`config.mk`:
```
export PLATFORM = sky130hd
export DESIGN_NAME = best_price_scan
export DESIGN_NICKNAME = d
export VERILOG_FILES = /design/src/rtl/ob_pkg.sv /design/src/rtl/best_price_scan.sv
export SDC_FILE = /design/constraint.sdc
export NUM_CORES = 1
export LEC_CHECK = 0
export BUFFER_PORTS_ARGS = -buffer_cell sky130_fd_sc_hd__clkbuf_2
export CORE_UTILIZATION = 60
export DETAILED_ROUTE_END_ITERATION = 12
export GPL_TIMING_DRIVEN = 0
export MAX_ROUTING_LAYER = met4
export PLACE_DENSITY = 0.8
export SLEW_MARGIN = 10
export SYNTH_ARGS = -nofsm -noshare
export SYNTH_HDL_FRONTEND = slang
export SYNTH_SLANG_ARGS = --single-unit
```
`constraint.sdc`:
```
create_clock -name i_clk -period 5.4 [get_ports i_clk]
set_input_delay 1.08 -clock i_clk [delete_from_list [all_inputs] [get_ports i_clk]]
set_output_delay 1.08 -clock i_clk [all_outputs]
set_load 0.05 [all_outputs]
```
`src/rtl/ob_pkg.sv`:
```
// shared sizes and enums for the order book
// operation, side, status and controller state types

package ob_pkg;

    // default book geometry, overridden from the top level
    localparam int DEF_NUM_STOCKS = 4;
    localparam int DEF_BOOK_DEPTH = 8;

    // entry field widths, fixed by the port format
    localparam int PRICE_WIDTH = 32;
    localparam int QTY_WIDTH   = 16;
    localparam int ID_WIDTH    = 32;

    typedef enum logic [1:0] {
        OP_ADD     = 2'd0,
        OP_CANCEL  = 2'd1,
        OP_EXECUTE = 2'd2
    } order_op_t;

    typedef enum logic {
        SIDE_ASK = 1'b0,
        SIDE_BID = 1'b1
    } side_t;

    typedef enum logic [1:0] {
        STATUS_OK        = 2'd0,
        STATUS_FULL      = 2'd1,
        STATUS_NOT_FOUND = 2'd2
    } status_t;

    // request sequencing in order_book_ctrl
    typedef enum logic [2:0] {
        ST_IDLE   = 3'd0,
        ST_ADD    = 3'd1,
        ST_SEARCH = 3'd2,
        ST_SHIFT  = 3'd3,
        ST_SCAN   = 3'd4,
        ST_DONE   = 3'd5
    } ctrl_state_t;

endpackage

```
`src/rtl/best_price_scan.sv`:
```
// running best-price compare during a rescan
// per-stock best bid and best ask cache with query read-out

module best_price_scan
    import ob_pkg::*;
#(
    parameter int NUM_STOCKS = DEF_NUM_STOCKS,
    localparam int STOCK_W = (NUM_STOCKS > 1) ? $clog2(NUM_STOCKS) : 1
) (
    input  logic                   i_clk,
    input  logic                   i_reset_n,
    input  side_t                  i_side,
    input  logic [STOCK_W-1:0]     i_stock,
    input  logic                   i_start,
    input  logic                   i_step,
    input  logic [PRICE_WIDTH-1:0] i_price,
    input  logic                   i_finish,
    input  logic [STOCK_W-1:0]     i_query_stock,
    output logic [PRICE_WIDTH-1:0] o_best_bid,
    output logic [PRICE_WIDTH-1:0] o_best_ask
);

    logic [PRICE_WIDTH-1:0] run_q;
    logic [PRICE_WIDTH-1:0] bid_cache [NUM_STOCKS];
    logic [PRICE_WIDTH-1:0] ask_cache [NUM_STOCKS];

    logic better;

    // bids want the highest price, asks the lowest
    assign better = (i_side == SIDE_BID) ? (i_price > run_q) : (i_price < run_q);

    always_ff @(posedge i_clk) begin
        if (i_start) begin
            run_q <= (i_side == SIDE_BID) ? '0 : '1;
        end else if (i_step && better) begin
            run_q <= i_price;
        end
    end

    // empty sides read as 0 for bids and all ones for asks
    always_ff @(posedge i_clk) begin
        if (!i_reset_n) begin
            for (int s = 0; s < NUM_STOCKS; s++) begin
                bid_cache[s] <= '0;
                ask_cache[s] <= '1;
            end
        end else if (i_finish) begin
            if (i_side == SIDE_BID) begin
                bid_cache[i_stock] <= run_q;
            end else begin
                ask_cache[i_stock] <= run_q;
            end
        end
    end

    assign o_best_bid = bid_cache[i_query_stock];
    assign o_best_ask = ask_cache[i_query_stock];

endmodule

```
* Word-level counts from Yosys, hierarchy flattened
Memory sizes are Yosys's and may differ from the RTL's. Cells that the tools add are included.
Storage, ports and cells: register bits 32, memories kept 2, bits in writable memories 256, word-level logic and storage cells 28, output and inout bits 64
Cells by class: $lt $le $gt $ge 2, reductions and logical operators 4, mux-type cells 19
Memories:
- ask_cache | words 4, bits a word 32, rd ports 1, clocked after memory_dff 0, wr ports 4, line best_price_scan.sv:25 | logic [PRICE_WIDTH-1:0] ask_cache [NUM_STOCKS];
- bid_cache | words 4, bits a word 32, rd ports 1, clocked after memory_dff 0, wr ports 4, line best_price_scan.sv:24 | logic [PRICE_WIDTH-1:0] bid_cache [NUM_STOCKS];
Operators with widths (count):
- 32-bit two-way mux | 5
- 32-bit OR reduction | 2
- 32-bit > comparator | 1
- 32-bit less-than comparator | 1
- 1-bit two-way mux | 12
- 2-bit two-way mux | 2
- 2-bit nonzero test | 1
- 1-bit logical AND | 1

* Depth between registers and ports, before layout
depth in word-level cells 6, depth in mapped cells 8

* Worst setup path after synthesis
No wires, ideal clock.
path kind input to register, from input i_price[30], to register run_q[0], enable pin, stages on the path 6, required time 4.929 ns, setup time 0.471 ns, arrival 4.545 ns, path slack 0.384 ns, cell sequence ha_1 > a21oi_1 > nand2_1 > a221oi_1 > nand3_1 > o311ai_1
On the way: longest elaborated chain between the ends 4, elaborated cells between the ends (all ways) 5, those cells by class order compare: 2; mux: 1; reduce/logical: 2
RTL lines:
- start: declaration | line best_price_scan.sv:16 | input logic [PRICE_WIDTH-1:0] i_price,
- 32-bit less-than comparator / 32-bit > comparator (equally long branches) | line best_price_scan.sv:30 | assign better = (i_side == SIDE_BID) ? (i_price > run_q) : (i_price < run_q);
- 1-bit two-way mux (*) | line best_price_scan.sv:30
- 1-bit logical AND (*) | line best_price_scan.sv:35 | end else if (i_step && better) begin
- 2-bit nonzero test (no source line) (*)
- end signal: assignment | line best_price_scan.sv:34 | run_q <= (i_side == SIDE_BID) ? '0 : '1;
- end signal: assignment | line best_price_scan.sv:36 | run_q <= i_price;
- end: declaration | line best_price_scan.sv:23 | logic [PRICE_WIDTH-1:0] run_q;
Every way passes the cells marked *; elsewhere a longest branch is shown, timed or not. A chain may end at the register's enable or synchronous reset.

* Worst setup path in the final report
from input i_query_stock[1], to output o_best_bid[1]
On the way: longest elaborated chain between the ends 1
RTL lines:
- start: declaration | line best_price_scan.sv:18 | input logic [STOCK_W-1:0] i_query_stock,
- memory 4 x 32 bit
- end: declaration | line best_price_scan.sv:19 | output logic [PRICE_WIDTH-1:0] o_best_bid,
Every way passes these cells.

==> impl_metrics.tcl <==
set metrics [dict create \
    clk_latency_ps 550 \
    synth_ff_type "edfxtp_1" \
    synthArstFlopShare_pct 0 \
    final_nets 1091 \
    fmax_mhz 239.2 \
    finalSetupViolations 0 \
    post-route-period-util_pct 77.41 \
    fillCellCount 1357 \
    syn_area_per_cell_um2 14.69 \
    syn_inst 875 \
    path_max_fanout 10 \
    slew_violations 0 \
    grt_usage_pct 30.58 \
    syn_area_mm2 0.01285 \
    clockBufferDepth 3 \
    intPower_mw 3.896 \
    gp_congestion 0.8288 \
    ys_seq_area_share_pct 67.28 \
    synth.largest_area_cell "edfxtp_1" \
    ys_types 30 \
    rows 53 \
    numCtsBuffers 29 \
    grt_pass1_wl_um 47500 \
    ant_nets 0 \
    antenna_found_initial 1 \
    power_density_mw_per_mm2 351.2 \
    hold_viol_final 0 \
    hp-class "reg2reg" \
    coreArea_mm2 0.02102 \
    clock_sinks 288 \
    clockRootBuffer "clkbuf_16" \
    start_kind "input pin" \
    drc 2 \
    critPathArrivalTime_ps 3100 \
    cts_hold_buffers 0 \
    skew_ps 10.94 \
    grt_max_degree 27 \
    fin_util_pct 71.04 \
    post_drt_wl_per_cell_um 24.10 \
    port_buffers 100 \
    num_vias 8171 \
    grt_pass1_vias 8318 \
    layout-drive-gt1-share_pct 22.93 \
    die_area_mm2 0.02201 \
    yosys-top-cells-count "edfxtp_1 (288), nand2_1 (80), nand2b_1 (71)" \
    clkPwrFrac_pct 37.0 \
    cap_violations 0 \
    drtIter0Drc 926 \
    p_sw_share_pct 25.70 \
    synth_nets 949 \
    grt_overflow 0 \
    cts_tree "yes" \
    via_per_inst 6.218 \
    p_sw_mw 1.348 \
    htreeDepth 1 \
    clkTransAtPathRegs_ps 60 \
    p_leak_nw 5.022 \
    required_ps 4320 \
    crit_path_end_kind "primary output" \
    yosysMostFrequentCell "edfxtp_1" \
    die_w_um 148.4 \
    synth_top_area_share_pct 67.28 \
    finalCriticalPeriod_ps 4180 \
    synth_seq_cells 288 \
    relSlewSlack_pct 41.73 \
    tightest_slew_ps 874.1 \
    ys.warnings.count 0 \
    peakVddDrop_mv 0.2977 \
    cts_resized 0 \
    place_hpwl_um 20800 \
    synth.area.top_cells "edfxtp_1 (67%), mux4_2 (11%), nand2b_1 (3.5%), ha_1 (3.1%), nor3_1 (2.5%)" \
    pwr-share-seq_pct 49.9 \
    routed_wl_um 31660 \
    hold_slack_ps 723.8 \
    violations "design-rule violations" \
    ios 106 \
    initial_core_util_pct 61.15 \
    combPwrFrac_pct 13.1 \
    dr.pass1.iters 9 \
    area_growth_pct 16.19 \
    status "finished, violations left" \
    cts_setup_buffers 0 \
    synth-edff-count 288 \
    die_y_um 148.4 \
    rsz0062_at_grt "false" \
    path_class "in2out" \
]
placed cells by master, fill, tap and decap left out, types with 5 or more instances in the layout:
cell type,count
o21ai_4,6
mux4_2,64
nor3_1,64
clkbuf_16,29
clkbuf_1,54
ha_1,32
clkinv_1,40
edfxtp_1,288
nand2b_1,71
nor4_1,32
a21oi_1,12
nor2_1,37
clkinv_2,5
clkbuf_2,100
buf_2,11
nand2_1,79
o21ai_0,38
inv_1,34
per-stage QoR:
step                      setup TNS, ps  total power, mW  std cells  area, µm²  setup WS (ps)
final                                 0            5.244       1314      14930           1220
after global routing                  0            5.365       1314      14930           1197
after CTS                             0            5.242       1313      14930           1248
after detailed placement              0            3.340       1261      14030           1335
after global placement          -190880            3.299       1250      13700          -1395
after floorplan                       0            3.110        875      12850          383.7
registers in the layout (all words and copies together) (netlist names):
register / flops
bid_cache: 128
ask_cache: 128
run_q: 32
final timing paths:
kind / start / to / slack [ps] / depth (start not counted)
min: run_q[0] / ask_cache[1][0] / 720 / 2
max: i_query_stock[1] / o_best_bid[1] / 1220 / 4
max reg2reg: run_q[7] / run_q[20] / 2180 / 8
min reg2reg: run_q[0] / ask_cache[1][0] / 720 / 2
cell families (layout without fill, tap and decap cells):
logic type      Yosys count  after routing  share of synthesized area (%)
compound gates           65             65                          2.774
simple gates            298            298                          11.77
fa+ha+maj                32             32                          3.115
other cells               0              1                              0
flops                   288            288                          67.28
mux                      64             64                          11.21
buf+inv                 128            291                          3.845
power groups by stage:
stage                     Combinational (mW)  Clock (mW)  Sequential [mW]
after floorplan                        0.453           0             2.66
after global placement                 0.628           0             2.67
after detailed placement               0.678           0             2.66
after CTS                              0.686        1.94             2.62
after global routing                   0.728        2.01             2.62
final                                  0.688        1.94             2.62
critical path: stages:
cell	delay (ps)
clkbuf_1	640
buf_1	650
mux4_2	460
clkbuf_2	260
layout make-up:
| cell class | count | area, µm² | share of cell area (%) |
|---|---|---|---|
| flip-flops and latches | 288 | 8648 | 57.91 |
| well taps | 275 | 344.1 | 2.304 |
| inverters | 65 | 244.0 | 1.634 |
| multi-input cells | 459 | 3812 | 25.53 |
| clock inverters | 18 | 157.7 | 1.056 |
| diodes | 1 | 2.502 | 0.01676 |
| plain buffers | 63 | 250.2 | 1.676 |
| repair buffers | 111 | 730.7 | 4.893 |
| clock buffers | 34 | 744.5 | 4.985 |
metal layers:
layer	global-route usage [%]	wire (µm)	share of wire (%)	vias up
li1	-	-	-	3577
met4	11.08	1001	3.2	0
met3	4.018	2585	8.2	80
met2	51.57	16550	52	459
met5	-	0	0	-
met1	38.31	11520	36	4055
No activity file was read; power rests on OpenSTA's default activity.
