**config.mk**
```make
export PLATFORM = sky130hd
export DESIGN_NAME = book_side_store
export DESIGN_NICKNAME = d
export VERILOG_FILES = /design/src/rtl/ob_pkg.sv /design/src/rtl/book_side_store.sv
export SDC_FILE = /design/constraint.sdc
export NUM_CORES = 2
export LEC_CHECK = 0
export BUFFER_PORTS_ARGS = -buffer_cell sky130_fd_sc_hd__buf_2
export CAP_MARGIN = 25
export CORE_UTILIZATION = 60
export CTS_BUF_LIST = sky130_fd_sc_hd__clkbuf_8
export CTS_CLUSTER_DIAMETER = 100
export DETAILED_ROUTE_END_ITERATION = 6
export HOLD_SLACK_MARGIN = 0.15
export PLACE_DENSITY = 0.76
export SYNTH_ARGS = -nofsm -noshare
export SYNTH_HDL_FRONTEND = slang
export SYNTH_SLANG_ARGS = --single-unit
```
**constraint.sdc**
```tcl
create_clock -name i_clk -period 6.17 [get_ports i_clk]
set_input_delay 0.617 -clock i_clk [delete_from_list [all_inputs] [get_ports i_clk]]
set_output_delay 0.617 -clock i_clk [all_outputs]
set_load 0.05 [all_outputs]
```
**src/rtl/ob_pkg.sv**
```systemverilog
// shared sizes and enums for the order book
// operation, side, status and controller state types

package ob_pkg;

    // default book geometry, overridden from the top level
    localparam int DEF_NUM_STOCKS = 4;
    localparam int DEF_BOOK_DEPTH = 8;

    // entry field widths, fixed by the port format
    localparam int PRICE_WIDTH = 32;
    localparam int QTY_WIDTH   = 16;
    localparam int ID_WIDTH    = 32;

    typedef enum logic [1:0] {
        OP_ADD     = 2'd0,
        OP_CANCEL  = 2'd1,
        OP_EXECUTE = 2'd2
    } order_op_t;

    typedef enum logic {
        SIDE_ASK = 1'b0,
        SIDE_BID = 1'b1
    } side_t;

    typedef enum logic [1:0] {
        STATUS_OK        = 2'd0,
        STATUS_FULL      = 2'd1,
        STATUS_NOT_FOUND = 2'd2
    } status_t;

    // request sequencing in order_book_ctrl
    typedef enum logic [2:0] {
        ST_IDLE   = 3'd0,
        ST_ADD    = 3'd1,
        ST_SEARCH = 3'd2,
        ST_SHIFT  = 3'd3,
        ST_SCAN   = 3'd4,
        ST_DONE   = 3'd5
    } ctrl_state_t;

endpackage

```
**src/rtl/book_side_store.sv**
```systemverilog
// one side of the book for every stock
// entry arrays with append, quantity update, shift-down and per-stock counts

module book_side_store
    import ob_pkg::*;
#(
    parameter int NUM_STOCKS = DEF_NUM_STOCKS,
    parameter int BOOK_DEPTH = DEF_BOOK_DEPTH,
    localparam int STOCK_W = (NUM_STOCKS > 1) ? $clog2(NUM_STOCKS) : 1,
    localparam int SLOT_W  = (BOOK_DEPTH > 1) ? $clog2(BOOK_DEPTH) : 1,
    localparam int CNT_W   = $clog2(BOOK_DEPTH + 1)
) (
    input  logic                   i_clk,
    input  logic                   i_reset_n,
    input  logic [STOCK_W-1:0]     i_stock,
    input  logic [SLOT_W-1:0]      i_slot,
    input  logic                   i_append,
    input  logic [QTY_WIDTH-1:0]   i_qty,
    input  logic [PRICE_WIDTH-1:0] i_price,
    input  logic [ID_WIDTH-1:0]    i_id,
    input  logic                   i_set_qty,
    input  logic [QTY_WIDTH-1:0]   i_new_qty,
    input  logic                   i_shift,
    input  logic                   i_drop,
    output logic [QTY_WIDTH-1:0]   o_rd_qty,
    output logic [PRICE_WIDTH-1:0] o_rd_price,
    output logic [ID_WIDTH-1:0]    o_rd_id,
    output logic [CNT_W-1:0]       o_count
);

    logic [QTY_WIDTH-1:0]   qty_mem   [NUM_STOCKS][BOOK_DEPTH];
    logic [PRICE_WIDTH-1:0] price_mem [NUM_STOCKS][BOOK_DEPTH];
    logic [ID_WIDTH-1:0]    id_mem    [NUM_STOCKS][BOOK_DEPTH];

    logic [CNT_W-1:0] count_q [NUM_STOCKS];

    logic [SLOT_W-1:0] app_slot;
    logic [SLOT_W-1:0] next_slot;
    logic              shift_ok;

    // new orders go to the first free slot of the stock
    assign app_slot  = count_q[i_stock][SLOT_W-1:0];
    assign next_slot = i_slot + 1'b1;

    // the last slot has nothing above it to pull down
    assign shift_ok = (int'(i_slot) < BOOK_DEPTH - 1);

    always_ff @(posedge i_clk) begin
        if (!i_reset_n) begin
            for (int s = 0; s < NUM_STOCKS; s++) begin
                count_q[s] <= '0;
            end
        end else if (i_append) begin
            count_q[i_stock] <= count_q[i_stock] + 1'b1;
        end else if (i_drop) begin
            count_q[i_stock] <= count_q[i_stock] - 1'b1;
        end
    end

    always_ff @(posedge i_clk) begin
        if (i_append) begin
            qty_mem[i_stock][app_slot]   <= i_qty;
            price_mem[i_stock][app_slot] <= i_price;
            id_mem[i_stock][app_slot]    <= i_id;
        end else if (i_set_qty) begin
            // partial fill keeps price and id
            qty_mem[i_stock][i_slot] <= i_new_qty;
        end else if (i_shift && shift_ok) begin
            qty_mem[i_stock][i_slot]   <= qty_mem[i_stock][next_slot];
            price_mem[i_stock][i_slot] <= price_mem[i_stock][next_slot];
            id_mem[i_stock][i_slot]    <= id_mem[i_stock][next_slot];
        end
    end

    // read port follows the slot index in the same cycle
    assign o_rd_qty   = qty_mem[i_stock][i_slot];
    assign o_rd_price = price_mem[i_stock][i_slot];
    assign o_rd_id    = id_mem[i_stock][i_slot];
    assign o_count    = count_q[i_stock];

endmodule

```
; ---- Yosys cells after proc, flatten, opt, wreduce, memory -nomap -nowiden
; Memories as Yosys holds them, arrays and structs flattened.
; Index checks and enable logic that the tools add are counted.
[word_totals]
ff_bits = 0
latchBits = 0
ramBits = 2576
romBits = 0
inputBits = 107
output_inout_bits = 84
elab_cells = 1605
n_memories = 4
[op_classes]
n_addsub = 3
mul = 0
div = 0
magnitude_cmp = 6
n_eq_ne = 0
shift = 0
n_mux = 816
n_bitwise = 772
reduce_logical = 4
[mem_list]
columns = name, depth, word_bits, rd, rd_clocked_by_memory_dff, wr, line_no
row1 = id_mem, 4, 256, 1, 0, 1, book_side_store.sv:33  ; logic [ID_WIDTH-1:0] id_mem [NUM_STOCKS][BOOK_DEPTH];
row2 = price_mem, 4, 256, 1, 0, 1, book_side_store.sv:32  ; logic [PRICE_WIDTH-1:0] price_mem [NUM_STOCKS][BOOK_DEPTH];
row3 = qty_mem, 4, 128, 1, 0, 1, book_side_store.sv:31  ; logic [QTY_WIDTH-1:0] qty_mem [NUM_STOCKS][BOOK_DEPTH];
row4 = count_q, 4, 4, 1, 0, 4, book_side_store.sv:35  ; logic [CNT_W-1:0] count_q [NUM_STOCKS];
[ops]
columns = operator, count
row1 = 1-bit 2-to-1 mux, 782
row2 = 1-bit bitwise OR, 769
row3 = 256-bit 2-to-1 mux, 2
row4 = 32-bit binary-select mux with 3-bit select, 4
row5 = 128-bit 2-to-1 mux, 3
row6 = 32-bit 2-to-1 mux, 10
row7 = 32-bit demux with 3-bit select, 2
row8 = 16-bit binary-select mux with 3-bit select, 2
row9 = 16-bit demux with 3-bit select, 2
row10 = 16-bit 2-to-1 mux, 6
row11 = 4-bit greater-or-equal comparator (second input constant), 3
row12 = 3-bit inverter with 4-bit output, 3
row13 = 4-bit by 1-bit less-than comparator with 1-bit output (second input constant), 2
row14 = 4-bit 2-to-1 mux, 2
row15 = 4-bit by 1-bit adder with 4-bit output (second input constant), 1
row16 = 4-bit OR reduction, 1
row17 = 4-bit by 1-bit subtractor with 4-bit output (second input constant), 1
row18 = 3-bit by 1-bit adder with 3-bit output (second input constant), 1
row19 = 1-bit logical AND, 3
row20 = 3-bit less-than comparator (second input constant), 1
row21 = 2-bit 2-to-1 mux, 1

; ---- Depth between registers and ports, before layout
; An unclocked memory read counts as a cell.
[logic_depth]
word_depth = 9
depth_mapped = 14
depth_no_buf = 7

; ---- Least setup slack after synthesis
; OpenSTA, ideal clock, no wires.
[synth_timing]
kind = input-to-reg
startpoint = input port i_stock[1]
endpoint = memory id_mem[3][160] (netlist bit) (enable)
t_arrival_ns = 5.237
t_required_ns = 5.683
path_slack_ns = 0.447
stages = 10
path_buffers = 8
cell_sequence = buf_2 -> buf_2 -> buf_2 -> buf_2 -> buf_2 -> buf_2 -> buf_1 -> nand2_1 -> clkbuf_1 -> nor2_1
[synth_via]
elab_chain_len = 8
[synth_rtl]
columns = item, line_no
row1 = "start, declared", book_side_store.sv:15  ; input logic [STOCK_W-1:0] i_stock,
row2 = memory 4 x 4 bit, -
row3 = 3-bit inverter with 4-bit output (implied by the code), book_side_store.sv:64  ; id_mem[i_stock][app_slot] <= i_id;
row4 = 4-bit greater-or-equal comparator (implied by the code) / 4-bit by 1-bit less-than comparator with 1-bit output (equally long branches), book_side_store.sv:64
row5 = 1-bit logical AND (implied by the code), book_side_store.sv:64
row6 = 32-bit 2-to-1 mux (implied by the code), book_side_store.sv:64
row7 = 32-bit demux with 3-bit select, book_side_store.sv:64
row8 = 256-bit 2-to-1 mux (implied by the code), book_side_store.sv:64
row9 = 1-bit bitwise OR (no line), -
row10 = "end, declared", book_side_store.sv:33
; Several ways; a longest one is shown, not always the timed one.

; ---- Worst setup path in the final report
[layout_timing]
startpoint = input port i_slot[0]
endpoint = output port o_rd_price[10]
[layout_via]
elab_chain_len = 4
[layout_rtl]
columns = item, line_no
row1 = "start, declared", book_side_store.sv:16  ; input logic [SLOT_W-1:0] i_slot,
row2 = 3-bit inverter with 4-bit output (implied by the code), book_side_store.sv:77  ; assign o_rd_price = price_mem[i_stock][i_slot];
row3 = 32-bit binary-select mux with 3-bit select, book_side_store.sv:77
row4 = 32-bit 2-to-1 mux (implied by the code) (2 in series), book_side_store.sv:77
row5 = "end, declared", book_side_store.sv:26  ; output logic [PRICE_WIDTH-1:0] o_rd_price,
; No other way between the ends. The select of a mux whose other input is x is not followed.

==> impl_metrics.py <==
metrics = {
    "detailed_routing": {
        "drt-total-wl_um": 374000,
        "drcViolationCount": 4,
        "drt_iter0_markers": 13400,
        "antenna_left": 0,
        "vias": 76200,
        "wire_per_inst_um": 35.9,
        "firstDrtPassIters": 7,
        "vias_per_cell": 7.32,
    },
    "synthesis": {
        "yosysTopAreaCellShare": 0.671,
        "synthCells": 7262,
        "netlist_area_um2": 115000,
        "synth-seq-cells": 2576,
        "synth_warnings": 0,
        "yosys.area.top_type": "edfxtp_1",
        "synth-edff-count": 2576,
        "ys_async_sr_fraction": 0,
        "netlist_top_cells_count": "edfxtp_1, mux2_2, mux2i_1, nand2_1, clkbuf_1",
        "ys_dominant_reg_cell": "edfxtp_1",
        "synth_area_per_cell_um2": 15.9,
        "yosysSeqAreaShare": 0.671,
        "synth.distinct_cells": 62,
        "synth_area_leaders": "edfxtp_1, mux2_2, mux2i_1",
        "synth.most_common_cell": "edfxtp_1",
        "syn_nets": 7373,
    },
    "timing": {
        "slew_viol_final": 0,
        "setup_slack_ns": 1.32,
        "timing.fmax_mhz": 206,
        "final-hold-violation-count": 0,
        "fin_crit_sh": 0.786,
        "skew_ns": 0.0949,
        "rsz0062_at_grt": "no",
        "whs_ns": 0.299,
        "worst_slew_pin_slew_ns": 1.23,
        "min_period_ns": 4.85,
        "setup_viol": 0,
        "slew_headroom": 0.181,
        "fin_setup_tns_ns": 0,
    },
    "clock_network": {
        "cts_buffers": 413,
        "clockBufferDepth": 4,
        "cts_hold_repair.buffers": 114,
        "cts_tree": "yes",
        "h-tree-depth": 5,
        "clk_pin_slew_ns": 0.06,
        "ctsResizeCount": 0,
        "post-cts-setup-buffers": 0,
        "root_buffer": "clkbuf_8",
        "clk_latency_ns": 1.15,
        "cts.sinks": 2576,
    },
    "place": {
        "gp_congestion": 0.872,
        "io_buffers": 190,
        "post-place-ws_ns": 1.24,
        "dp.final_hpwl_um": 201000,
    },
    "run_status": {
        "status": "finished, violations left",
        "violations": "design-rule violations",
    },
    "critical_path": {
        "r2r-start": "count_q[1][2]",
        "cpMostUsedCell": "buf_2",
        "crit_type": "input port to primary output",
        "cp_data_required_time_ns": 5.55,
        "worstPathCellList": "buf_2 > nor2b_1 > nand2_2 > buf_4 > o32a_1 > nand3_1 > buf_2",
        "cp_data_arrival_time_ns": 4.23,
        "cp-start-kind": "input port",
        "slowest_stage": "nand2_2",
        "max_stage_delay_ns": 0.79,
        "endpoint_kind": "primary output",
        "r2r_cells": 6,
        "startpoint": "i_slot[0]",
        "cp_max_fo": 28,
    },
    "die": {
        "core_um2": 190000,
        "die_area_um2": 194000,
        "pin_count": 191,
        "std_cell_rows": 160,
        "start_util": 0.605,
        "die_x_um": 440,
        "die_y_um": 440,
    },
    "global_routing": {
        "gr-usage-all-layers": 0.381,
        "grt_overflow_total": 0,
        "grt_antenna_before_repair": 26,
        "grt_max_degree": 148,
        "grt_pass1_wl_um": 521000,
        "grt_pass1_vias": 74200,
    },
    "finish": {
        "post-route-util": 0.672,
        "area_growth_pct": 11.1,
        "drive_gt1_frac": 0.280,
        "nNetsFinal": 7696,
    },
    "power": {
        "cellPowerDensity_nw_per_um2": 286,
        "ir_worst_vdd_v": 0.000285,
        "p_leak_nw": 43.4,
    },
    "min_path": {
        "min_from": "i_append",
        "min_path_cells": 3,
        "hp-class": "input port to flop",
    },
    "run": {
        "maxCapViolCount": 0,
    },
}
-- flip-flops by register name, summed over array words and instances, names as in the netlist --
name	cells
qty_mem	512
price_mem	1024
count_q	16
id_mem	1024
-- area by class of cell --
class | instances | area, um2
Antenna cell | 22 | 55.1
Clock buffer | 418 | 5750
Clock inverter | 297 | 1350
Fill cell | 12600 | 62400
Inverter | 7 | 33.8
Multi-Input combinational cell | 4050 | 35900
Sequential cell | 2576 | 77400
Tap cell | 2511 | 3140
Timing Repair Buffer | 537 | 4420
-- layer usage --
layer	wire, um	up-vias	part of all wire	GRT usage
li1	-	29800	-	-
met1	124000	37400	0.33	0.491
met2	168000	7226	0.45	0.577
met3	55700	1720	0.15	0.104
met4	26600	8	0.071	0.233
met5	53	-	0.00014	0
-- kinds of logic (layout without fill, tap and decap cells) --
kind of cell | Yosys count | after routing | share of synthesized area
XOR/XNOR | 5 | 5 | 0.000380
AND/OR/NAND/NOR | 1074 | 1074 | 0.0429
AO/OA/AOI/OAI | 1127 | 1127 | 0.0686
flip-flops | 2576 | 2576 | 0.671
buffers and inverters | 636 | 1259 | 0.0233
adder cells (fa/ha/maj) | 4 | 4 | 0.000499
other | 0 | 22 | 0
multiplexers | 1840 | 1840 | 0.193
-- metrics by stage --
stage	power, W	area [um2]	instances
after floorplan	0.0223	115000	7262
after global placement	0.0236	120000	9560
after detailed placement	0.0237	120000	9565
after CTS	0.0365	128000	10400
after global routing	0.0374	128000	10400
final	0.0366	128000	10400
-- worst max-delay path: cells and delay by family --
family / cells / cell delay, ns
simple gates: 3 / 1.73
buf+inv: 3 / 1.42
compound gates: 1 / 0.41
-- final timing paths --
kind / endpoint / slack (ns)
max reg2reg: price_mem[2][151] / 2.56
min: count_q[3][0] / 0.30
max: o_rd_price[10] / 1.32
min reg2reg: count_q[3][0] / 0.95
-- where the power goes --
group          total, W  switching [W]  leakage [nW]  internal (W)
clock network    0.0131        0.00657          4.17       0.00649
registers        0.0196      0.0000511          23.3        0.0196
logic           0.00391        0.00273          16.0       0.00119
total            0.0366        0.00935          43.4        0.0273
-- cell usage in the layout (no fill, tap or decap), drive strengths merged, types with 85 or more instances in the layout --
cell type,Yosys,layout
clkinv,1,137
a22oi,317,317
mux4,208,208
o22ai,239,239
buf,169,423
o21ai,194,194
mux2,978,978
mux2i,654,654
nand2,522,522
nand3,85,85
dlygate4sd3,0,114
nor2,259,259
a32oi,160,160
edfxtp,2576,2576
inv,6,155
clkbuf,460,418
Power figures use the tool's default switching activity.
