$ cat src/rtl/ob_pkg.sv
// shared sizes and enums for the order book
// operation, side, status and controller state types

package ob_pkg;

    // default book geometry, overridden from the top level
    localparam int DEF_NUM_STOCKS = 4;
    localparam int DEF_BOOK_DEPTH = 8;

    // entry field widths, fixed by the port format
    localparam int PRICE_WIDTH = 32;
    localparam int QTY_WIDTH   = 16;
    localparam int ID_WIDTH    = 32;

    typedef enum logic [1:0] {
        OP_ADD     = 2'd0,
        OP_CANCEL  = 2'd1,
        OP_EXECUTE = 2'd2
    } order_op_t;

    typedef enum logic {
        SIDE_ASK = 1'b0,
        SIDE_BID = 1'b1
    } side_t;

    typedef enum logic [1:0] {
        STATUS_OK        = 2'd0,
        STATUS_FULL      = 2'd1,
        STATUS_NOT_FOUND = 2'd2
    } status_t;

    // request sequencing in order_book_ctrl
    typedef enum logic [2:0] {
        ST_IDLE   = 3'd0,
        ST_ADD    = 3'd1,
        ST_SEARCH = 3'd2,
        ST_SHIFT  = 3'd3,
        ST_SCAN   = 3'd4,
        ST_DONE   = 3'd5
    } ctrl_state_t;

endpackage

$ cat src/rtl/order_book_ctrl.sv
// request sequencer for the order book
// capture, id search, removal shift, partial fill and best-price rescan

module order_book_ctrl
    import ob_pkg::*;
#(
    parameter int NUM_STOCKS = DEF_NUM_STOCKS,
    parameter int BOOK_DEPTH = DEF_BOOK_DEPTH,
    localparam int STOCK_W = (NUM_STOCKS > 1) ? $clog2(NUM_STOCKS) : 1,
    localparam int SLOT_W  = (BOOK_DEPTH > 1) ? $clog2(BOOK_DEPTH) : 1,
    localparam int CNT_W   = $clog2(BOOK_DEPTH + 1)
) (
    input  logic                   i_clk,
    input  logic                   i_reset_n,
    input  logic                   i_order_valid,
    input  order_op_t              i_order_op,
    input  side_t                  i_side,
    input  logic [STOCK_W-1:0]     i_stock_id,
    input  logic [QTY_WIDTH-1:0]   i_quantity,
    input  logic [PRICE_WIDTH-1:0] i_price,
    input  logic [ID_WIDTH-1:0]    i_order_id,
    input  logic [QTY_WIDTH-1:0]   i_rd_qty,
    input  logic [PRICE_WIDTH-1:0] i_rd_price,
    input  logic [ID_WIDTH-1:0]    i_rd_id,
    input  logic [CNT_W-1:0]       i_count,
    output logic [STOCK_W-1:0]     o_stock,
    output side_t                  o_side,
    output logic [SLOT_W-1:0]      o_slot,
    output logic                   o_append,
    output logic [QTY_WIDTH-1:0]   o_qty,
    output logic [PRICE_WIDTH-1:0] o_price,
    output logic [ID_WIDTH-1:0]    o_id,
    output logic                   o_set_qty,
    output logic [QTY_WIDTH-1:0]   o_new_qty,
    output logic                   o_shift,
    output logic                   o_drop,
    output logic                   o_scan_start,
    output logic                   o_scan_step,
    output logic [PRICE_WIDTH-1:0] o_scan_price,
    output logic                   o_scan_finish,
    output logic                   o_busy,
    output logic                   o_data_valid,
    output status_t                o_status
);

    ctrl_state_t state_q, state_d;
    status_t     status_q, status_d;

    // slot counter is one bit wider so the scan can reach a full count
    logic [CNT_W-1:0] slot_q, slot_d;
    logic [CNT_W-1:0] slot_nxt;

    // captured request
    order_op_t              op_q;
    side_t                  side_q;
    logic [STOCK_W-1:0]     stock_q;
    logic [QTY_WIDTH-1:0]   qty_q;
    logic [PRICE_WIDTH-1:0] price_q;
    logic [ID_WIDTH-1:0]    id_q;

    logic accept;
    logic id_hit;

    assign accept   = i_order_valid && (state_q == ST_IDLE);
    assign slot_nxt = slot_q + 1'b1;
    assign id_hit   = (slot_q < i_count) && (i_rd_id == id_q);

    always_comb begin
        state_d       = state_q;
        status_d      = status_q;
        slot_d        = slot_q;
        o_append      = 1'b0;
        o_set_qty     = 1'b0;
        o_shift       = 1'b0;
        o_drop        = 1'b0;
        o_scan_start  = 1'b0;
        o_scan_step   = 1'b0;
        o_scan_finish = 1'b0;

        case (state_q)
            ST_IDLE: begin
                if (accept) begin
                    slot_d  = '0;
                    state_d = (i_order_op == OP_ADD) ? ST_ADD : ST_SEARCH;
                end
            end
            ST_ADD: begin
                if (i_count == CNT_W'(BOOK_DEPTH)) begin
                    status_d = STATUS_FULL;
                    state_d  = ST_DONE;
                end else begin
                    o_append     = 1'b1;
                    o_scan_start = 1'b1;
                    status_d     = STATUS_OK;
                    slot_d       = '0;
                    state_d      = ST_SCAN;
                end
            end
            ST_SEARCH: begin
                if (id_hit) begin
                    status_d = STATUS_OK;
                    if (op_q == OP_EXECUTE && qty_q < i_rd_qty) begin
                        // partial fill, order stays where it is
                        o_set_qty    = 1'b1;
                        o_scan_start = 1'b1;
                        slot_d       = '0;
                        state_d      = ST_SCAN;
                    end else begin
                        state_d = ST_SHIFT;
                    end
                end else if (slot_nxt >= i_count) begin
                    status_d = STATUS_NOT_FOUND;
                    state_d  = ST_DONE;
                end else begin
                    slot_d = slot_nxt;
                end
            end
            ST_SHIFT: begin
                if (slot_nxt < i_count) begin
                    o_shift = 1'b1;
                    slot_d  = slot_nxt;
                end else begin
                    // top entry is now a duplicate, release it
                    o_drop       = 1'b1;
                    o_scan_start = 1'b1;
                    slot_d       = '0;
                    state_d      = ST_SCAN;
                end
            end
            ST_SCAN: begin
                if (slot_q < i_count) begin
                    o_scan_step = 1'b1;
                    slot_d      = slot_nxt;
                end else begin
                    o_scan_finish = 1'b1;
                    state_d       = ST_DONE;
                end
            end
            ST_DONE: begin
                state_d = ST_IDLE;
            end
            default: begin
                state_d = ST_IDLE;
            end
        endcase
    end

    always_ff @(posedge i_clk) begin
        if (!i_reset_n) begin
            state_q  <= ST_IDLE;
            status_q <= STATUS_OK;
            slot_q   <= '0;
        end else begin
            state_q  <= state_d;
            status_q <= status_d;
            slot_q   <= slot_d;
        end
    end

    always_ff @(posedge i_clk) begin
        if (accept) begin
            op_q    <= i_order_op;
            side_q  <= i_side;
            stock_q <= i_stock_id;
            qty_q   <= i_quantity;
            price_q <= i_price;
            id_q    <= i_order_id;
        end
    end

    assign o_stock      = stock_q;
    assign o_side       = side_q;
    assign o_slot       = slot_q[SLOT_W-1:0];
    assign o_qty        = qty_q;
    assign o_price      = price_q;
    assign o_id         = id_q;
    assign o_new_qty    = i_rd_qty - qty_q;
    assign o_scan_price = i_rd_price;
    assign o_busy       = (state_q != ST_IDLE);
    assign o_data_valid = (state_q == ST_DONE);
    assign o_status     = status_q;

endmodule

$ cat config.mk
export PLATFORM = sky130hd
export DESIGN_NAME = order_book_ctrl
export DESIGN_NICKNAME = d
export VERILOG_FILES = /design/src/rtl/ob_pkg.sv /design/src/rtl/order_book_ctrl.sv
export SDC_FILE = /design/constraint.sdc
export NUM_CORES = 1
export LEC_CHECK = 0
export ABC_AREA = 1
export BUFFER_PORTS_ARGS = -buffer_cell sky130_fd_sc_hd__buf_2
export CAP_MARGIN = 20
export CORE_AREA = 2 2 124 126
export CTS_CLUSTER_DIAMETER = 40
export DETAILED_ROUTE_END_ITERATION = 10
export DIE_AREA = 0 0 126 128
export GPL_ROUTABILITY_DRIVEN = 1
export PLACE_DENSITY = 0.79
export SKIP_CTS_REPAIR_TIMING = 1
export SLEW_MARGIN = 5
export SYNTH_ARGS = -nofsm -noshare
export SYNTH_HDL_FRONTEND = slang
export SYNTH_SLANG_ARGS = --single-unit
$ cat constraint.sdc
create_clock -name i_clk -period 7 [get_ports i_clk]
set_clock_uncertainty 0.1 [all_clocks]
set_input_delay 0.35 -clock i_clk [delete_from_list [all_inputs] [get_ports i_clk]]
set_output_delay 0.35 -clock i_clk [all_outputs]
set_load 0.02 [all_outputs]
[After elaboration in Yosys (flattened, before gate mapping)]
Index checks and enable logic that the tools add are counted.
Widths: inputs -> output; s select.
Cells by class
  add/subtract/negate cells: 2
  reduce and logical (&&, ||, !) cells: 11
  magnitude comparators: 4
  muxes and demuxes: 35
  equal/unequal tests: 16
Operators with widths (number)
  $eq 32x32->1: 1
  $mux 4: 7
  $pmux 4 s5: 1
  $mux 3: 6
  $lt 16x16->1: 1
  $sub 16x16->16: 1
  $mux 1: 15
  $pmux 3 s5: 1
  $ne 2x2->1 const B: 5
  $ne 3x3->1 const B: 3
  $lt 4x4->1: 2
  $eq 3x2->1 const B: 2
  $eq 3x3->1 const B: 2
  $mux 2: 3
  $reduce_and 6->1: 1
  $reduce_bool 5->1: 1
  $add 4x1->4 const B: 1
  $eq 4x4->1 const B: 1
  $ge 4x4->1: 1
  $pmux 2 s2: 1
  $reduce_and 4->1: 1
  $eq 3x1->1 const B: 1
  $logic_and 1x1->1: 3
  $logic_not 3->1: 1
  6 further kinds: 6
Storage, ports and cells
  flip-flop bits (word level): 94
  word-level logic and storage cells: 77
  input bits: 172
  output and inout bits: 145

[Depth between registers and ports, before layout]
Gate-level depths: netlist of run 1.
  depth after elaboration: 5
  gate-level depth with buffers: 17
  mapped depth without buffers: 17

[Least setup slack after synthesis of run 1]
OpenSTA, ideal clock, no wires.
  kind: flip-flop to flip-flop
  start: reg state_q[0]
  end: reg id_q[0], in the netlist o_id[0], enable pin
  library setup time: 0.529 ns
  arrival: 4.321 ns
  path buffers: 0
  slack: 2.050 ns
  data required time: 6.371 ns
  stages on the path, launching flop included: 6
  cells stage by stage: dfxtp_1 > nor2_1 > inv_2 > nor2_1 > inv_2 > nor2_1
On the way
  cells in the longest elaborated chain, start to end: 2
Ends and longest elaborated chain
  start: declaration: line order_book_ctrl.sv:46  | ctrl_state_t state_q, state_d;
  start signal: assignment: line order_book_ctrl.sv:154  | state_q <= state_d;
  $logic_not 3->1: line order_book_ctrl.sv:64  | assign accept = i_order_valid && (state_q == ST_IDLE);
  $logic_and 1x1->1: line order_book_ctrl.sv:64
  net accept: line order_book_ctrl.sv:61  | logic accept;
  end signal: assignment: line order_book_ctrl.sv:167  | id_q <= i_order_id;
  end: declaration: line order_book_ctrl.sv:59  | logic [ID_WIDTH-1:0] id_q;
The timed path passes the listed nets, and every way through them passes these cells.
A chain may end at the register's enable or synchronous reset.

[Worst setup path after layout of run 1]
  start: reg qty_q[0], in the netlist o_qty[0]
  end: out o_scan_start
On the way
  cells in the longest elaborated chain, start to end: 5
Ends and longest elaborated chain
  start: declaration: line order_book_ctrl.sv:57  | logic [QTY_WIDTH-1:0] qty_q;
  start signal: assignment: line order_book_ctrl.sv:165  | qty_q <= i_quantity;
  $lt 16x16->1: line order_book_ctrl.sv:102  | if (op_q == OP_EXECUTE && qty_q < i_rd_qty) begin
  $logic_and 1x1->1: line order_book_ctrl.sv:102
  $mux 1: line order_book_ctrl.sv:102
  $mux 1: line order_book_ctrl.sv:100  | if (id_hit) begin
  $pmux 1 s3: line order_book_ctrl.sv:80  | case (state_q)
  end: declaration: line order_book_ctrl.sv:37  | output logic o_scan_start,
Every way passes these cells.

==> results_dict.tcl, run 1 <==
set metrics [dict create \
    power_frac_seq_pct 34.6 \
    crit_type "flip-flop to primary output" \
    synth_nets 786 \
    synth_top_family_by_area "simple AND/OR/NAND/NOR gates" \
    grtUsageMet2_pct 32.7 \
    hold_viol_final 0 \
    max-cap-violations 0 \
    die_w_um 126 \
    cp_slowest_cell "fa_1" \
    clock_latency_ps 340 \
    fmax_mhz 338 \
    antenna_found_initial 0 \
    start_util_pct 35.9 \
    area_growth_pct 29.5 \
    synth_area_per_cell_um2 9.08 \
    grt_pass1_wl_mm 21.5 \
    holdPathEnd "o_price[8]" \
    p_int_uw 1490 \
    synth_fa_ha_area_share_pct 6.24 \
    comb_power_share_pct 46.7 \
    ys_seq_area_share_pct 51.2 \
    cp_cell_sequence "ha_1, fa_1, inv_1, nand2_1, nand2_2, nand2_1, nand2_2, nand2_2, nand2_2, nand2_2, inv_1, nand2_2, nor2_2, or3_1, buf_2" \
    yosysUniqueCellTypes 35 \
    ctsLongestPathBuffers 2 \
    grt.busiest_layer "met2" \
    final_cell_mix "buf_2 (252), nand2_1 (169), inv_1 (93), edfxtp_1 (85), nor2_1 (45)" \
    hold_ws_ps 71.8 \
    drtIter0Drc 153 \
    synthMuxAreaShare_pct 0 \
    r2r_slack_ps 4640 \
    cts_tree "done" \
    gp_congestion 0.923 \
    setup_tns_ps 0 \
    die-area_um2 16100 \
    grt_util_all_layers_pct 17.4 \
    synthSimpleGateAreaFrac_pct 20.5 \
    wl_mm 14.2 \
    pre_cts_slack_ps 4320 \
    finalSetupViolCount 0 \
    synthXorXnorAreaFrac_pct 4.76 \
    p_clk_share_pct 18.8 \
    via_per_inst 4.44 \
    hold_start "i_price[8]" \
    grt_pass1_vias 4367 \
    status "finished clean" \
    die_y_um 128 \
    worst_r2r_endpoint "slot_q[3]" \
    ir_drop_mv 0.411 \
    vias 4489 \
    wl_per_cell_um 14.1 \
    hold_depth 1 \
    p_leak_uw 0.00354 \
    slowest_delay_ps 420 \
    cts_max_level 3 \
    slew_headroom_pct 73.3 \
    drv_slew 0 \
    cts_buffers 9 \
    cp_max_fo 4 \
    diodes 0 \
    hold_path.class "input pin to flip-flop" \
    num_io_pins 317 \
    ys.warnings.count 0 \
    worst-r2r-cell-count 12 \
    grt_util_met1_pct 18.1 \
    grt_max_degree 86 \
    cp.arrival_ps 2510 \
    cp_common_cell "nand2_2" \
    endpoint_kind "primary output" \
    rsz0062_at_grt "false" \
    rows 45 \
    synth_compound_area_share_pct 5.18 \
    cts-root-buf "clkbuf_16" \
    post-route-drc-count 0 \
    cp.required_ps 6550 \
    hpwl_mm 11.7 \
    overflow 0 \
    clk_pin_slew_ps 80 \
    critPathLaunchType "flip-flop" \
    period_needed_ps 2960 \
    core_um2 14900 \
    power.density_nw_per_um2 382 \
    nFillCells 1465 \
    layout_commonest_cell "buf_2" \
    drive_gt1_share_pct 37.1 \
    drt-pass1-iter-count 4 \
    antenna_left 0 \
    nets 1016 \
    worstMarginPinSlew_ps 396 \
    final.setup.worst_slack_ps 4040 \
    io_buffers 252 \
    cts.sinks 94 \
    syn_area_um2 5340 \
    p_sw_share_pct 43.7 \
    finalCritPeriodShare_pct 42.2 \
    ys_ff_latch 94 \
    syn_inst 588 \
    switchingPower_uw 1150 \
    global_route.usage.met3_pct 4.38 \
    final_util_pct 46.5 \
    r2r_start "slot_q[1]" \
]
[cell families (layout without fill, tap and decap cells)]
logic type / Yosys count / after routing
and+or+nand+nor: 256 / 256
xor gates and xnor gates: 29 / 29
DFF: 94 / 94
adders and majority gates: 26 / 26
AOI/OAI and AO/OA: 45 / 45
buffers and inverters: 138 / 373
[flip-flops by register name, summed over array words and instances, names as in the netlist]
name	flops
state_q	3
o_stock	2
op_q	2
o_qty	16
slot_q	4
o_price	32
o_side	1
o_id	32
o_status	2
[per-stage QoR]
step                      power (uW)  std cells  instance area (um2)
after floorplan                 1810        588                 5340
after global placement          2130        994                 6590
after detailed placement        2150        994                 6590
after CTS                       2660       1010                 6890
after global routing            2820       1011                 6910
final                           2640       1011                 6910
[how the worst max path moves through the flow]
stage                   end  cells after the start   startpoint  slack (ps)
5_1_grt        o_scan_start                     15     o_qty[0]        3830
6_report       o_scan_start                     15     o_qty[0]        4040
3_3_place_gp   o_scan_start                     17  i_rd_qty[0]        4360
4_1_cts        o_scan_start                     15     o_qty[0]        4000
3_5_place_dp   o_scan_start                     17  i_rd_qty[0]        4320
2_1_floorplan       o_id[0]                      5   state_q[0]        2050
[synth_stat cells (all sizes together)]
cell type | number | area share [%]
and2 | 1 | 0.12
fa | 1 | 0.38
o31ai | 1 | 0.14
o21ai | 7 | 0.87
nand4 | 3 | 0.35
xnor2 | 17 | 2.8
edfxtp | 85 | 48
nand2 | 176 | 13
nor3 | 7 | 1.2
xor2 | 12 | 2.0
nand3 | 14 | 1.7
o21bai | 3 | 0.42
ha | 25 | 5.9
dfxtp | 9 | 3.4
nor2 | 52 | 4.0
buf | 35 | 4.9
nor4 | 2 | 0.23
a31oi | 3 | 0.63
o21a | 1 | 0.14
inv | 103 | 7.2
or3 | 1 | 0.12
a21oi | 28 | 2.7
a21o | 2 | 0.28
[worst max-delay path, delay by kind of cell, from the launching register on]
kind	cells	cell delay, ps
simple gates	10	800
buf+inv	3	290
fa+ha+maj	2	660
flops	1	400
[routing by layer]
metal | routed length (um) | vias up | share of wire, %
met3 | 938 | 47 | 6.6
met1 | 5280 | 1987 | 37
li1 | - | 2296 | -
met4 | 559 | 0 | 3.9
met2 | 7450 | 159 | 52
met5 | 0 | - | 0
[layout make-up]
class / count / area [um2] / area share (%)
multi-input cells: 356 / 1960 / 28.4
clock buffers: 9 / 225 / 3.26
well taps: 188 / 235 / 3.40
flip-flops and latches: 94 / 2730 / 39.5
inverters: 103 / 387 / 5.59
repair buffers: 254 / 1300 / 18.7
clock inverters: 7 / 75.1 / 1.09
[power by group through the flow]
stage / clock network (uW) / logic (uW) / registers [uW]
2_1_floorplan: 0 / 708 / 1100
3_3_place_gp: 0 / 1200 / 923
3_5_place_dp: 0 / 1220 / 931
4_1_cts: 513 / 1230 / 920
5_1_grt: 530 / 1360 / 933
6_report: 495 / 1230 / 913
Power figures use the tool's default switching activity.
==> run 2, diff against run 1 <==
==> constraint.sdc (replaced) <==
create_clock -name i_clk -period 2.78 [get_ports i_clk]
set_clock_uncertainty 0.1 [all_clocks]
set_input_delay 0.139 -clock i_clk [delete_from_list [all_inputs] [get_ports i_clk]]
set_output_delay 0.139 -clock i_clk [all_outputs]
set_load 0.02 [all_outputs]
==> run 2 against run 1 <==
Effect of this change: non-clock buffer count grew 89; clock power increased to 2.5 times the previous value; worst setup slack got worse by 3900 ps; worst hold slack gained 30 ps; sequential cell count unchanged; cell area grew 13%; first-iteration DRC count shrank 18%; critical endpoint is now o_new_qty[14]; largest cell class unchanged; highest routed layer unchanged.
==> results_dict.tcl, run 2 (synthesis results as in run 1) <==
set metrics [dict create \
    status "finished clean" \
    m1WireLength_mm 5.93 \
    finalCritPeriodShare_pct 95.8 \
    wl_met2_mm 8.59 \
    clk_pin_slew_ps 80 \
    ir_drop_mv 0.526 \
    cp.required_ps 2540 \
    grt_pass1_wl_mm 21.8 \
    worst-r2r-cell-count 12 \
    drt-pass1-iter-count 4 \
    hold_start "i_count[2]" \
    r2r_start "slot_q[0]" \
    drtIter0Drc 125 \
    die_w_um 126 \
    start_util_pct 35.9 \
    routed-wl-met3_mm 1.06 \
    period_needed_ps 2660 \
    io_buffers 252 \
    hold_path.class "input pin to flip-flop" \
    critPathLaunchType "flip-flop" \
    num_io_pins 317 \
    cts-root-buf "clkbuf_16" \
    core_um2 14900 \
    via_per_inst 4.52 \
    vias 4968 \
    nets 1105 \
    layout_commonest_cell "buf_2" \
    drv_slew 0 \
    power.density_nw_per_um2 874 \
    die_y_um 128 \
    area_growth_pct 46.6 \
    wl_per_cell_um 14.9 \
    r2r_slack_ps 490 \
    cts_buffers 9 \
    diodes 0 \
    final_util_pct 52.6 \
    setup.worst_path.start "o_qty[0]" \
    worstMarginPinSlew_ps 643 \
    cp_max_fo 4 \
    drive_gt1_share_pct 35.0 \
    cp_slowest_cell "edfxtp_1" \
    post-route-drc-count 0 \
    grt_pass1_vias 4460 \
    final_cell_mix "buf_2 (252), nand2_1 (169), inv_1 (93), dlygate4sd3_1 (86), edfxtp_1 (85)" \
    ctsLongestPathBuffers 2 \
    highest_layer "met4" \
    gp_congestion 0.878 \
    cp_cell_sequence "ha_4, fa_2, inv_1, nand2_1, nand2_2, nand2_1, nand2_2, buf_4, a21oi_1, o21bai_1, xor2_1, buf_2" \
    grt_max_degree 50 \
    hpwl_mm 11.9 \
    slew_headroom_pct 57.1 \
    cts_max_level 3 \
    hold_depth 4 \
    overflow 0 \
    fmax_mhz 375 \
    hold_viol_final 0 \
    clock_latency_ps 350 \
    endpoint_kind "primary output" \
    nFillCells 1306 \
    crit_type "flip-flop to primary output" \
    rsz0062_at_grt "true" \
    worst_r2r_endpoint "slot_q[1]" \
    finalSetupViolCount 0 \
    power_uw 6840 \
    cts_tree "done" \
    cts.sinks 94 \
    grt_util_all_layers_pct 17.6 \
    antenna_left 0 \
    antenna_found_initial 0 \
    rows 45 \
    cp.arrival_ps 2420 \
    hold_ws_ps 101 \
    setup_tns_ps 0 \
    slowest_delay_ps 450 \
    die-area_um2 16100 \
    wl_mm 16.4 \
    p_leak_uw 0.00390 \
    holdPathEnd "o_status[0]" \
    max-cap-violations 0 \
]
[run 2: worst max-delay path by stage]
stage                     to  slack [ps]
2_1_floorplan        o_id[0]         230
3_3_place_gp    o_scan_start         450
3_5_place_dp    o_scan_start         360
4_1_cts         o_scan_start         -20
5_1_grt         o_scan_start         -30
6_report       o_new_qty[14]         120
[run 2: metrics by stage]
step | instance area (um2) | std cells | setup WS (ps)
global placement | 6590 | 995 | 449
finish | 7830 | 1100 | 117
CTS | 6890 | 1011 | -18.9
global route | 7830 | 1100 | -26.7
detailed placement | 6590 | 995 | 363
floorplan | 5350 | 588 | 229
[run 2: report_power, final]
part	switching (uW)	total, uW	internal, uW
clock network	612	1240	632
registers	246	2320	2070
logic	2140	3280	1130
total	3000	6840	3840
[run 2: cell type report]
| cell class | instances | area [um2] | area share [%] |
|---|---|---|---|
| Inverter | 103 | 387 | 4.94 |
| Timing Repair Buffer | 343 | 2160 | 27.6 |
| Sequential cell | 94 | 2730 | 34.9 |
| Clock buffer | 9 | 225 | 2.88 |
| Clock inverter | 7 | 67.6 | 0.863 |
| Multi-Input combinational cell | 356 | 2020 | 25.8 |
| Tap cell | 188 | 235 | 3.01 |
[run 2: critical path: cells and delay by family (launching register included)]
family	cells	cell delay [ps]
xor gates and xnor gates	1	140
adders and majority gates	2	560
buffers and inverters	3	360
DFF	1	450
AOI/OAI and AO/OA	2	250
and+or+nand+nor	4	320
[run 2: layer usage]
layer	vias up	GRT usage (%)
met3	75	5.05
met4	0	9.57
met5	-	0
met1	2218	18.1
li1	2474	-
met2	201	32.1
==> run 3, diff against run 2 <==
--- a/config.mk
+++ b/config.mk
@@ -13,7 +13,7 @@
 export DETAILED_ROUTE_END_ITERATION = 10
 export DIE_AREA = 0 0 126 128
 export GPL_ROUTABILITY_DRIVEN = 1
-export PLACE_DENSITY = 0.79
+export PLACE_DENSITY_LB_ADDON = 0.3
 export SKIP_CTS_REPAIR_TIMING = 1
 export SLEW_MARGIN = 5
 export SYNTH_ARGS = -nofsm -noshare
==> run 3 against run 2 <==
Effect of this change: clock power about the same; routed wire length down 3.2%; worst hold slack worse by 10 ps; highest routed layer unchanged.
==> results_dict.tcl, run 3 (synthesis results as in run 1) <==
set metrics [dict create \
    status "finished clean" \
    antenna_left 0 \
    fmax_mhz 378 \
    drive_gt1_share_pct 35.0 \
    finalSetupViolCount 0 \
    ir_drop_mv 0.376 \
    cts_max_level 3 \
    num_io_pins 317 \
    layout_commonest_cell "buf_2" \
    cts-root-buf "clkbuf_16" \
    drt-pass1-iter-count 5 \
    drtIter0Drc 164 \
    antenna_found_initial 1 \
    cts_tree "done" \
    max-cap-violations 0 \
    endpoint_kind "primary output" \
    ctsLongestPathBuffers 2 \
    core_um2 14900 \
    hold_viol_final 0 \
    wl_per_cell_um 14.4 \
    overflow 0 \
    rows 45 \
    hold_path.class "input pin to flip-flop" \
    slew_headroom_pct 54.2 \
    cp.arrival_ps 2410 \
    grt_pass1_vias 4471 \
    io_buffers 252 \
    hold_ws_ps 90.8 \
    finalCritPeriodShare_pct 95.2 \
    die_w_um 126 \
    gp_congestion 0.895 \
    cts.sinks 94 \
    grt_pass1_wl_mm 22.1 \
    clock_latency_ps 360 \
    grt_max_degree 52 \
    vias 4859 \
    cts_buffers 9 \
    cp_max_fo 4 \
    cp.required_ps 2540 \
    crit_type "flip-flop to primary output" \
    area_growth_pct 47.2 \
    critPathLaunchType "flip-flop" \
    p_leak_uw 0.00391 \
    worstMarginPinSlew_ps 687 \
    grt_util_all_layers_pct 18.0 \
    post-route-drc-count 0 \
    setup_tns_ps 0 \
    clk_pin_slew_ps 80 \
    period_needed_ps 2650 \
    wl_mm 15.9 \
    nets 1106 \
    start_util_pct 35.9 \
    final_cell_mix "buf_2 (251), nand2_1 (168), inv_1 (92), dlygate4sd3_1 (86), edfxtp_1 (85)" \
    via_per_inst 4.41 \
    hpwl_mm 12.4 \
    die-area_um2 16100 \
    die_y_um 128 \
    power.density_nw_per_um2 870 \
    drv_slew 0 \
]
run 3: per-stage QoR:
step | util (%) | setup slack [ps] | cell area (um2) | power, uW | cells
6_report | 52.9 | 133 | 7860 | 6840 | 1102
5_1_grt | 52.9 | -10.2 | 7860 | 7290 | 1102
4_1_cts | 46.4 | -4.98 | 6890 | 6700 | 1011
3_5_place_dp | 44.4 | 399 | 6590 | 5440 | 995
3_3_place_gp | 44.4 | 473 | 6590 | 5400 | 995
2_1_floorplan | - | 229 | 5350 | 4520 | 588
run 3: critical path, stage by stage, from the launching register on:
cell and delay, ps:
edfxtp_1 430, ha_4 200, fa_2 380, inv_1 60
nand2_1 60, nand2_2 80, nand2_2 70, nand2_4 80
nand2_2 50, nand2_2 70, nand2_4 60, inv_2 60
nand2_2 50, nor2_2 140, or3_1 140, buf_6 110
run 3: worst paths after layout:
| kind | startpoint | to | slack [ps] | depth (start not counted) |
|---|---|---|---|---|
| hold reg to reg | o_status[0] | o_status[0] | 360 | 2 |
| setup reg to reg | slot_q[1] | slot_q[1] | 500 | 12 |
| setup / recovery | o_qty[0] | o_scan_start | 130 | 15 |
| hold / removal | i_count[1] | o_status[0] | 90 | 4 |
run 3: layer usage:
layer	GRT usage, %	vias up	share of wire, %
met2	32.9	181	53
met4	11.3	0	4.5
met3	4.92	56	6.6
li1	-	2475	-
met5	0	-	0
met1	18.2	2147	36
run 3: report_power, final:
part | switching, uW | internal (uW)
Combinational | 2130 | 1140
Clock | 621 | 637
Sequential | 237 | 2070
run 3: final cells by class:
cell class | count | area, um2
Antenna cell | 1 | 2.50
Clock buffer | 9 | 225
Clock inverter | 7 | 72.6
Fill cell | 1389 | 7010
Inverter | 103 | 387
Multi-Input combinational cell | 356 | 2030
Sequential cell | 94 | 2730
Tap cell | 188 | 235
Timing Repair Buffer | 344 | 2170
